[src/verilog/wb_settings.svh]
/*
 * Write-back stage settings
 * Widths and counts shared by the write-back package and RTL
 */

`ifndef WB_SETTINGS_SVH
`define WB_SETTINGS_SVH

// Register data width
`define WB_XLEN 32

// Depth of the instruction ID pool, must be a power of two
`define WB_MAX_INFLIGHT 4

// Bits needed to name one ID in the pool
`define WB_ID_W 2

// Execution units reporting into write-back
`define WB_NUM_UNITS 2

// Register number width
`define WB_REG_ADDR_W 5

`endif

[src/verilog/wb_pkg.sv]
/*
 * Write-back package
 * Vector typedefs and the packed structs passed between the ID pool,
 * the execution units, the retire logic and the register file
 */

`include "wb_settings.svh"

package wb_pkg;

    ////////////////////////////////////////
    // Plain vectors
    typedef logic [`WB_XLEN-1:0]             data_t;
    typedef logic [`WB_ID_W-1:0]             inst_id_t;
    typedef logic [`WB_MAX_INFLIGHT-1:0]     id_mask_t;
    typedef logic [`WB_REG_ADDR_W-1:0]       reg_addr_t;
    typedef logic [$clog2(`WB_NUM_UNITS)-1:0] unit_sel_t;

    ////////////////////////////////////////
    // Packet table entry, written at issue
    typedef struct packed {
        unit_sel_t unit_sel;
        reg_addr_t rd_addr;
        logic      rd_nzero;
    } inflight_packet_t;

    // Per-unit report, result held until ack
    typedef struct packed {
        logic     done;
        inst_id_t id;
        data_t    result;
    } unit_report_t;

    // One register file write
    typedef struct packed {
        logic      commit;
        reg_addr_t rd_addr;
        logic      rd_nzero;
        data_t     data;
    } rf_commit_t;

endpackage

[src/verilog/id_stack.sv]
/*
 * Instruction ID pool
 * Holds every ID in one age-ordered list. In-flight IDs sit at the top,
 * oldest highest, and free IDs below them with the latest freed at 0
 */

`timescale 1ns/1ps

`include "wb_settings.svh"

module id_stack (
    input  logic             clk,
    input  logic             rst,
    input  logic             issued,
    input  logic             retired,
    input  wb_pkg::inst_id_t retired_id,
    output wb_pkg::inst_id_t ordering [`WB_MAX_INFLIGHT-1:0],
    output wb_pkg::inst_id_t next_id,
    output logic             id_available,
    output logic             empty
);
    import wb_pkg::*;

    localparam int DEPTH = `WB_MAX_INFLIGHT;

    inst_id_t          order_r [DEPTH-1:0];
    inst_id_t          order_next [DEPTH-1:0];
    logic [`WB_ID_W:0] inflight_count;
    inst_id_t          free_top;
    id_mask_t          shift_mask;

    ////////////////////////////////////////
    // Issue slot

    // Top free entry, just under the in-flight region
    // DEPTH-1-count reduces to an inversion for a power-of-two depth
    assign free_top = ~inflight_count[`WB_ID_W-1:0];
    assign next_id  = order_r[free_top];

    // Issue moves nothing
    // The count grows over the slot, making it the youngest in flight

    ////////////////////////////////////////
    // Retire shift

    // Mark the retired entry and everything younger than it
    always_comb begin
        logic hit;
        hit = 1'b0;
        for (int i = DEPTH - 1; i >= 0; i--) begin
            hit           = hit | (order_r[i] == retired_id);
            shift_mask[i] = hit;
        end
    end

    // Younger entries move up one place to close the gap
    // Freed ID drops to the bottom of the free region
    always_comb begin
        order_next[0] = retired ? retired_id : order_r[0];
        for (int i = 1; i < DEPTH; i++) begin
            if (retired && shift_mask[i])
                order_next[i] = order_r[i-1];
            else
                order_next[i] = order_r[i];
        end
    end

    ////////////////////////////////////////
    // State
    always_ff @(posedge clk) begin
        if (rst) begin
            // Start with IDs in index order, all free
            for (int i = 0; i < DEPTH; i++)
                order_r[i] <= inst_id_t'(i);
            inflight_count <= '0;
        end else begin
            order_r <= order_next;
            // Issue and retire together leave the count alone
            if (issued && !retired)
                inflight_count <= inflight_count + 1'b1;
            else if (retired && !issued)
                inflight_count <= inflight_count - 1'b1;
        end
    end

    assign ordering = order_r;

    // MSB set only when every ID is in flight
    assign id_available = !inflight_count[`WB_ID_W];
    assign empty        = (inflight_count == '0);

endmodule

[src/verilog/write_back.sv]
/*
 * Write-back stage
 * Tracks in-flight instructions, collects unit done pulses, picks one
 * instruction per cycle to retire and commits its result to the
 * register file while acknowledging the owning unit
 */

`timescale 1ns/1ps

`include "wb_settings.svh"

module write_back (
    input  logic                     clk,
    input  logic                     rst,
    input  logic                     inorder,
    input  logic                     issue,
    input  wb_pkg::inflight_packet_t issue_packet,
    output wb_pkg::inst_id_t         issue_id,
    output logic                     id_available,
    output logic                     queue_empty,
    output wb_pkg::inst_id_t         oldest_id,
    input  wb_pkg::unit_report_t     unit_rep [`WB_NUM_UNITS-1:0],
    output logic [`WB_NUM_UNITS-1:0] unit_ack,
    output wb_pkg::rf_commit_t       rf_wr,
    output logic                     instruction_complete,
    output wb_pkg::inst_id_t         complete_id
);
    import wb_pkg::*;

    localparam int DEPTH = `WB_MAX_INFLIGHT;
    localparam int UNITS = `WB_NUM_UNITS;

    inflight_packet_t packet_table [DEPTH-1:0];
    inflight_packet_t retired_packet;
    inst_id_t         ordering [DEPTH-1:0];

    id_mask_t done_pulse;
    id_mask_t retired_last;
    id_mask_t id_done;
    id_mask_t id_done_r;
    id_mask_t done_ordered;

    logic     retire;
    logic     retire_r;
    inst_id_t retire_id;
    inst_id_t retire_id_r;

    // Age order of IDs, index DEPTH-1 oldest
    id_stack ids0 (
        .clk          (clk),
        .rst          (rst),
        .issued       (issue),
        .retired      (retire),
        .retired_id   (retire_id),
        .ordering     (ordering),
        .next_id      (issue_id),
        .id_available (id_available),
        .empty        (queue_empty)
    );

    assign oldest_id = ordering[DEPTH-1];

    ////////////////////////////////////////
    // Packet table
    // Unit and destination per ID, captured at issue
    always_ff @(posedge clk) begin
        if (issue)
            packet_table[issue_id] <= issue_packet;
    end

    ////////////////////////////////////////
    // Done tracking

    // Unit pulses to one-hot by ID
    always_comb begin
        done_pulse = '0;
        for (int u = 0; u < UNITS; u++) begin
            if (unit_rep[u].done)
                done_pulse[unit_rep[u].id] = 1'b1;
        end
    end

    // Clears the bit of the instruction committed this cycle
    always_comb begin
        retired_last              = '0;
        retired_last[retire_id_r] = retire_r;
    end

    assign id_done = (id_done_r & ~retired_last) | done_pulse;

    always_ff @(posedge clk) begin
        if (rst)
            id_done_r <= '0;
        else
            id_done_r <= id_done;
    end

    ////////////////////////////////////////
    // Retire selection

    // Done bits rearranged by age
    always_comb begin
        for (int i = 0; i < DEPTH; i++)
            done_ordered[i] = id_done[ordering[i]];
    end

    // Highest done position wins, i.e. the oldest finished
    // In-order mode only ever takes the top entry
    always_comb begin
        retire_id = ordering[DEPTH-1];
        for (int i = 0; i < DEPTH; i++) begin
            if (done_ordered[i])
                retire_id = ordering[i];
        end
    end

    assign retire = inorder ? done_ordered[DEPTH-1] : |done_ordered;

    always_ff @(posedge clk) begin
        if (rst)
            retire_r <= 1'b0;
        else
            retire_r <= retire;
    end

    always_ff @(posedge clk) begin
        retire_id_r <= retire_id;
    end

    ////////////////////////////////////////
    // Commit and unit ack
    assign retired_packet = packet_table[retire_id_r];

    always_comb begin
        rf_wr.commit   = retire_r;
        rf_wr.rd_addr  = retired_packet.rd_addr;
        rf_wr.rd_nzero = retired_packet.rd_nzero;
        rf_wr.data     = unit_rep[retired_packet.unit_sel].result;
    end

    // Owning unit may drop its held result after this
    always_comb begin
        for (int u = 0; u < UNITS; u++)
            unit_ack[u] = retire_r && (retired_packet.unit_sel == unit_sel_t'(u));
    end

    assign instruction_complete = retire_r;
    assign complete_id          = retire_id_r;

endmodule

[src/verilog/reg_file.sv]
/*
 * Register file
 * One write port fed by write-back commits, one combinational read
 * port, register zero hardwired to zero
 */

`timescale 1ns/1ps

`include "wb_settings.svh"

module reg_file (
    input  logic               clk,
    input  logic               rst,
    input  wb_pkg::rf_commit_t wr,
    input  wb_pkg::reg_addr_t  rs_addr,
    output wb_pkg::data_t      rs_data
);
    import wb_pkg::*;

    localparam int NUM_REGS = 1 << `WB_REG_ADDR_W;

    data_t regs [NUM_REGS-1:0];

    ////////////////////////////////////////
    // Write port
    always_ff @(posedge clk) begin
        if (rst) begin
            for (int i = 0; i < NUM_REGS; i++)
                regs[i] <= '0;
        end else if (wr.commit && wr.rd_nzero) begin
            // Writes to x0 are dropped through rd_nzero
            regs[wr.rd_addr] <= wr.data;
        end
    end

    ////////////////////////////////////////
    // Read port
    assign rs_data = (rs_addr == '0) ? '0 : regs[rs_addr];

endmodule

[src/verilog/wb_core.sv]
/*
 * Write-back core
 * Retire logic joined to the register file, with the register
 * file read port brought out to the top
 */

`timescale 1ns/1ps

`include "wb_settings.svh"

module wb_core (
    input  logic                     clk,
    input  logic                     rst,
    input  logic                     inorder,
    input  logic                     issue,
    input  wb_pkg::inflight_packet_t issue_packet,
    output wb_pkg::inst_id_t         issue_id,
    output logic                     id_available,
    output logic                     queue_empty,
    output wb_pkg::inst_id_t         oldest_id,
    input  wb_pkg::unit_report_t     unit_rep [`WB_NUM_UNITS-1:0],
    output logic [`WB_NUM_UNITS-1:0] unit_ack,
    input  wb_pkg::reg_addr_t        rs_addr,
    output wb_pkg::data_t            rs_data,
    output logic                     instruction_complete,
    output wb_pkg::inst_id_t         complete_id
);
    import wb_pkg::*;

    // Commit path into the register file
    rf_commit_t rf_wr;

    write_back wb0 (
        .clk                  (clk),
        .rst                  (rst),
        .inorder              (inorder),
        .issue                (issue),
        .issue_packet         (issue_packet),
        .issue_id             (issue_id),
        .id_available         (id_available),
        .queue_empty          (queue_empty),
        .oldest_id            (oldest_id),
        .unit_rep             (unit_rep),
        .unit_ack             (unit_ack),
        .rf_wr                (rf_wr),
        .instruction_complete (instruction_complete),
        .complete_id          (complete_id)
    );

    reg_file rf0 (
        .clk     (clk),
        .rst     (rst),
        .wr      (rf_wr),
        .rs_addr (rs_addr),
        .rs_data (rs_data)
    );

endmodule

[config.mk]
export PLATFORM = sky130hd
export DESIGN_NAME = wb_core
export DESIGN_NICKNAME = d
export VERILOG_FILES = /design/src/verilog/wb_pkg.sv /design/src/verilog/id_stack.sv /design/src/verilog/write_back.sv /design/src/verilog/reg_file.sv /design/src/verilog/wb_core.sv
export VERILOG_INCLUDE_DIRS = /design/src /design/src/verilog
export SDC_FILE = /design/constraint.sdc
export NUM_CORES = 2
export LEC_CHECK = 0
export ABC_CLOCK_PERIOD_IN_PS = 4400
export BUFFER_PORTS_ARGS = -buffer_cell sky130_fd_sc_hd__buf_2
export CAP_MARGIN = 25
export CORE_ASPECT_RATIO = 0.9
export CORE_MARGIN = 5
export CORE_UTILIZATION = 50
export CTS_CLUSTER_SIZE = 10
export DETAILED_ROUTE_END_ITERATION = 10
export PLACE_DENSITY = 0.67
export SYNTH_ARGS = -nofsm -noshare
export SYNTH_HDL_FRONTEND = slang
export SYNTH_HIERARCHICAL = 1
export SYNTH_SLANG_ARGS = --single-unit
[constraint.sdc]
create_clock -name clk -period 4.4 [get_ports clk]
set_input_delay 0.44 -clock clk [delete_from_list [all_inputs] [get_ports clk]]
set_output_delay 0.44 -clock clk [all_outputs]
set_load 0.005 [all_outputs]
==> flow_summary.ini <==
[placement]
io_buffers = 128
preCtsSetupSlack_ns = 0.5278
dp_hpwl_um = 79050
gp_congestion = 0.8762
placedInstanceArea_mm2 = 0.05172

[route]
wl_met1_um = 53490
routed_wl_um = 130100
vias = 28280
highest_layer = met4
drc = 0
viasPerCell = 6.101
drt_iter0_markers = 2993
wl_per_cell_um = 28.07
route.met3.wl_um = 11510
firstDrtPassIters = 6
antenna_left = 0
wl_met2_um = 61330

[sta]
fin_skew_ns = 0.01849
rsz0062_at_grt = false
relSlewSlack_pct = 33.70
fin_tns_setup_ns = 0
finalCriticalPeriod_ns = 3.951
fin_crit_sh_pct = 89.79
clock.fmax_mhz = 253.1
worstMarginPinSlew_ns = 0.9878
slew_viol_final = 0
whs_ns = 0.1105
setup_viol = 0
hold_violations = 0
finalWorstSetupSlack_ns = 0.4493

[die]
core_area_mm2 = 0.09847
start_util_pct = 50.49
fp.dieH_um = 309.1
fp-row-count = 109
ios = 129
die_w_um = 342.4
fp.dieArea_mm2 = 0.1058

[finish]
layout_common_cells = edfxtp_1, and2_1, mux4_2, buf_2, clkbuf_16
final_cell_area_mm2 = 0.05495
layout.nets = 3364
final_common_cell = edfxtp_1
syn2layout_area_growth_pct = 10.53
drive_gt1_share_pct = 21.75

[clock_tree]
tritoncts = done
numClockSinks = 1070
htreeDepth = 3
root_buffer = clkbuf_16
ctsResizeCount = 0
clk_pin_slew_ns = 0.06
clock_latency_ns = 0.70
clock_path_buffers = 3
cts_setup_buffers = 0
numCtsBuffers = 117

[synth]
ys_warn_count = 6
syn_area_mm2 = 0.04972
synth_edf_count = 1052
yosysTopAreaCell = edfxtp_1
synth_nets = 3293
synthCells = 3205
synth_area_leaders = edfxtp_1, and2_1, mux4_2
synth_top_area_share_pct = 63.54
synthArstFlopShare_pct = 0
syn_area_per_cell_um2 = 15.51
synthDistinctLibCells = 69
synth_seq_area_share_pct = 64.27
ys.flop_type = edfxtp_1
ys_seq_elements = 1070

[flow_run]
cap_violations = 0

[pwr]
finalPower_mw = 24.89
ir_drop_uv = 592.8
p_leak_nw = 20.25
powerDensity_mw_per_mm2 = 453.0

[global_route]
grt-ovfl-total = 0
antenna_found_initial = 3
grt_start_max_net_pins = 76
grt_use_total_pct = 24.56
grt_pass1_vias = 29340
grt_pass1_wl_um = 192200

[worst_hold_path]
hp-class = in -> reg

[setup_path]
cp_data_required_time_ns = 5.02
critPathMaxFanout = 12
crit_arrival_ns = 4.57
crit_path_start_kind = flip-flop
cp-end-kind = flip-flop
path_class = reg -> reg

[status]
outcome = completed
==> cells by family (layout without fill, tap and decap cells) <==
| kind of cell | after synthesis | in the layout | synth area share [%] |
|---|---|---|---|
| other | 0 | 2 | 0 |
| adder cells (fa/ha/maj) | 2 | 2 | 0.06543 |
| AND/OR/NAND/NOR | 1213 | 1213 | 15.03 |
| multiplexers | 381 | 381 | 14.17 |
| XOR/XNOR | 8 | 8 | 0.1409 |
| buffers and inverters | 317 | 413 | 3.106 |
| AO/OA/AOI/OAI | 214 | 214 | 3.224 |
| flip-flops | 1070 | 1070 | 64.27 |
==> area by class of cell <==
class	count	area (um^2)
Clock inverter	3	41.29
Timing Repair Buffer	261	1839
Fill cell	7668	43520
Sequential cell	1070	31950
Clock buffer	141	3113
Tap cell	1332	1667
Multi-Input combinational cell	1818	16300
Inverter	8	30.03
Antenna cell	2	5.005
==> stage by stage <==
step / utilization, % / std cells
after global placement: 52.52 / 4481
after detailed placement: 52.52 / 4481
after CTS: 55.80 / 4632
final: 55.81 / 4635
after floorplan: - / 3205
after global routing: 55.80 / 4633
==> path summary, 6_finish.rpt <==
| kind | slack, ns | endpoint | cells after the start | startpoint |
|---|---|---|---|---|
| setup / recovery | 0.45 | wb0/ids0/inflight_count[2] | 12 | wb0/complete_id[0] |
| hold reg to reg | 0.52 | wb0/ids0/inflight_count[2] | 2 | wb0/ids0/inflight_count[2] |
| hold / removal | 0.11 | wb0/instruction_complete | 3 | inorder |
| setup reg to reg | 0.45 | wb0/ids0/inflight_count[2] | 12 | wb0/complete_id[0] |
==> flip-flops by register name, summed over array words and instances (netlist names) <==
name                      flops
rf0/regs                   1024
wb0/packet_table             28
wb0/ids0/ordering             8
wb0/id_done_r                 4
wb0/ids0/inflight_count       3
wb0/complete_id               2
wb0/instruction_complete      1
==> cell usage after synthesis, drive strengths merged, types with 4 or more instances <==
| master | number |
|---|---|
| edfxtp | 1052 |
| and2 | 1026 |
| mux4 | 237 |
| clkbuf | 224 |
| buf | 85 |
| mux2i | 80 |
| mux2 | 64 |
| o21ai | 60 |
| nor2 | 51 |
| a211oi | 36 |
| nor2b | 36 |
| or2 | 34 |
| a22oi | 33 |
| a311oi | 32 |
| a221oi | 28 |
| nand2 | 26 |
| dfxtp | 18 |
| nand3 | 9 |
| inv | 8 |
| o2111ai | 8 |
| and3 | 5 |
| nand3b | 5 |
| and3b | 4 |
| o22ai | 4 |
| xnor2 | 4 |
| xor2 | 4 |
==> metal layers <==
layer | track usage (%) | vias to the layer above
met1 | 35.26 | 14730
met4 | 7.033 | 0
met5 | 0 | -
met3 | 4.538 | 204
li1 | - | 11980
met2 | 39.04 | 1357
==> worst max-delay path: stages, from the launching register on <==
cell and delay [ns]:
dfxtp_1 0.72, nand3_1 0.27, a211o_1 0.39, mux4_2 0.52
nor3_2 0.24, o21ai_1 0.24, inv_1 0.21, ha_1 0.22
inv_1 0.07, fa_1 0.37, xor2_1 0.16, or3_1 0.31
a21oi_1 0.15
==> repair_timing <==
item / CTS / global route
hold buffers: 7 / 0
endpoints found under the setup margin: 0 / 0
hold endpoints to repair: 28 / 0
==> power by group <==
part | switching, mW | total [mW] | internal (mW) | leakage (nW)
clock network | 3.66 | 8.52 | 4.86 | 1.54
logic | 2.91 | 4.24 | 1.33 | 7.73
registers | 0.297 | 12.1 | 11.8 | 11.0
total | 6.86 | 24.9 | 18.0 | 20.3
No activity file was read; power rests on OpenSTA's default activity.
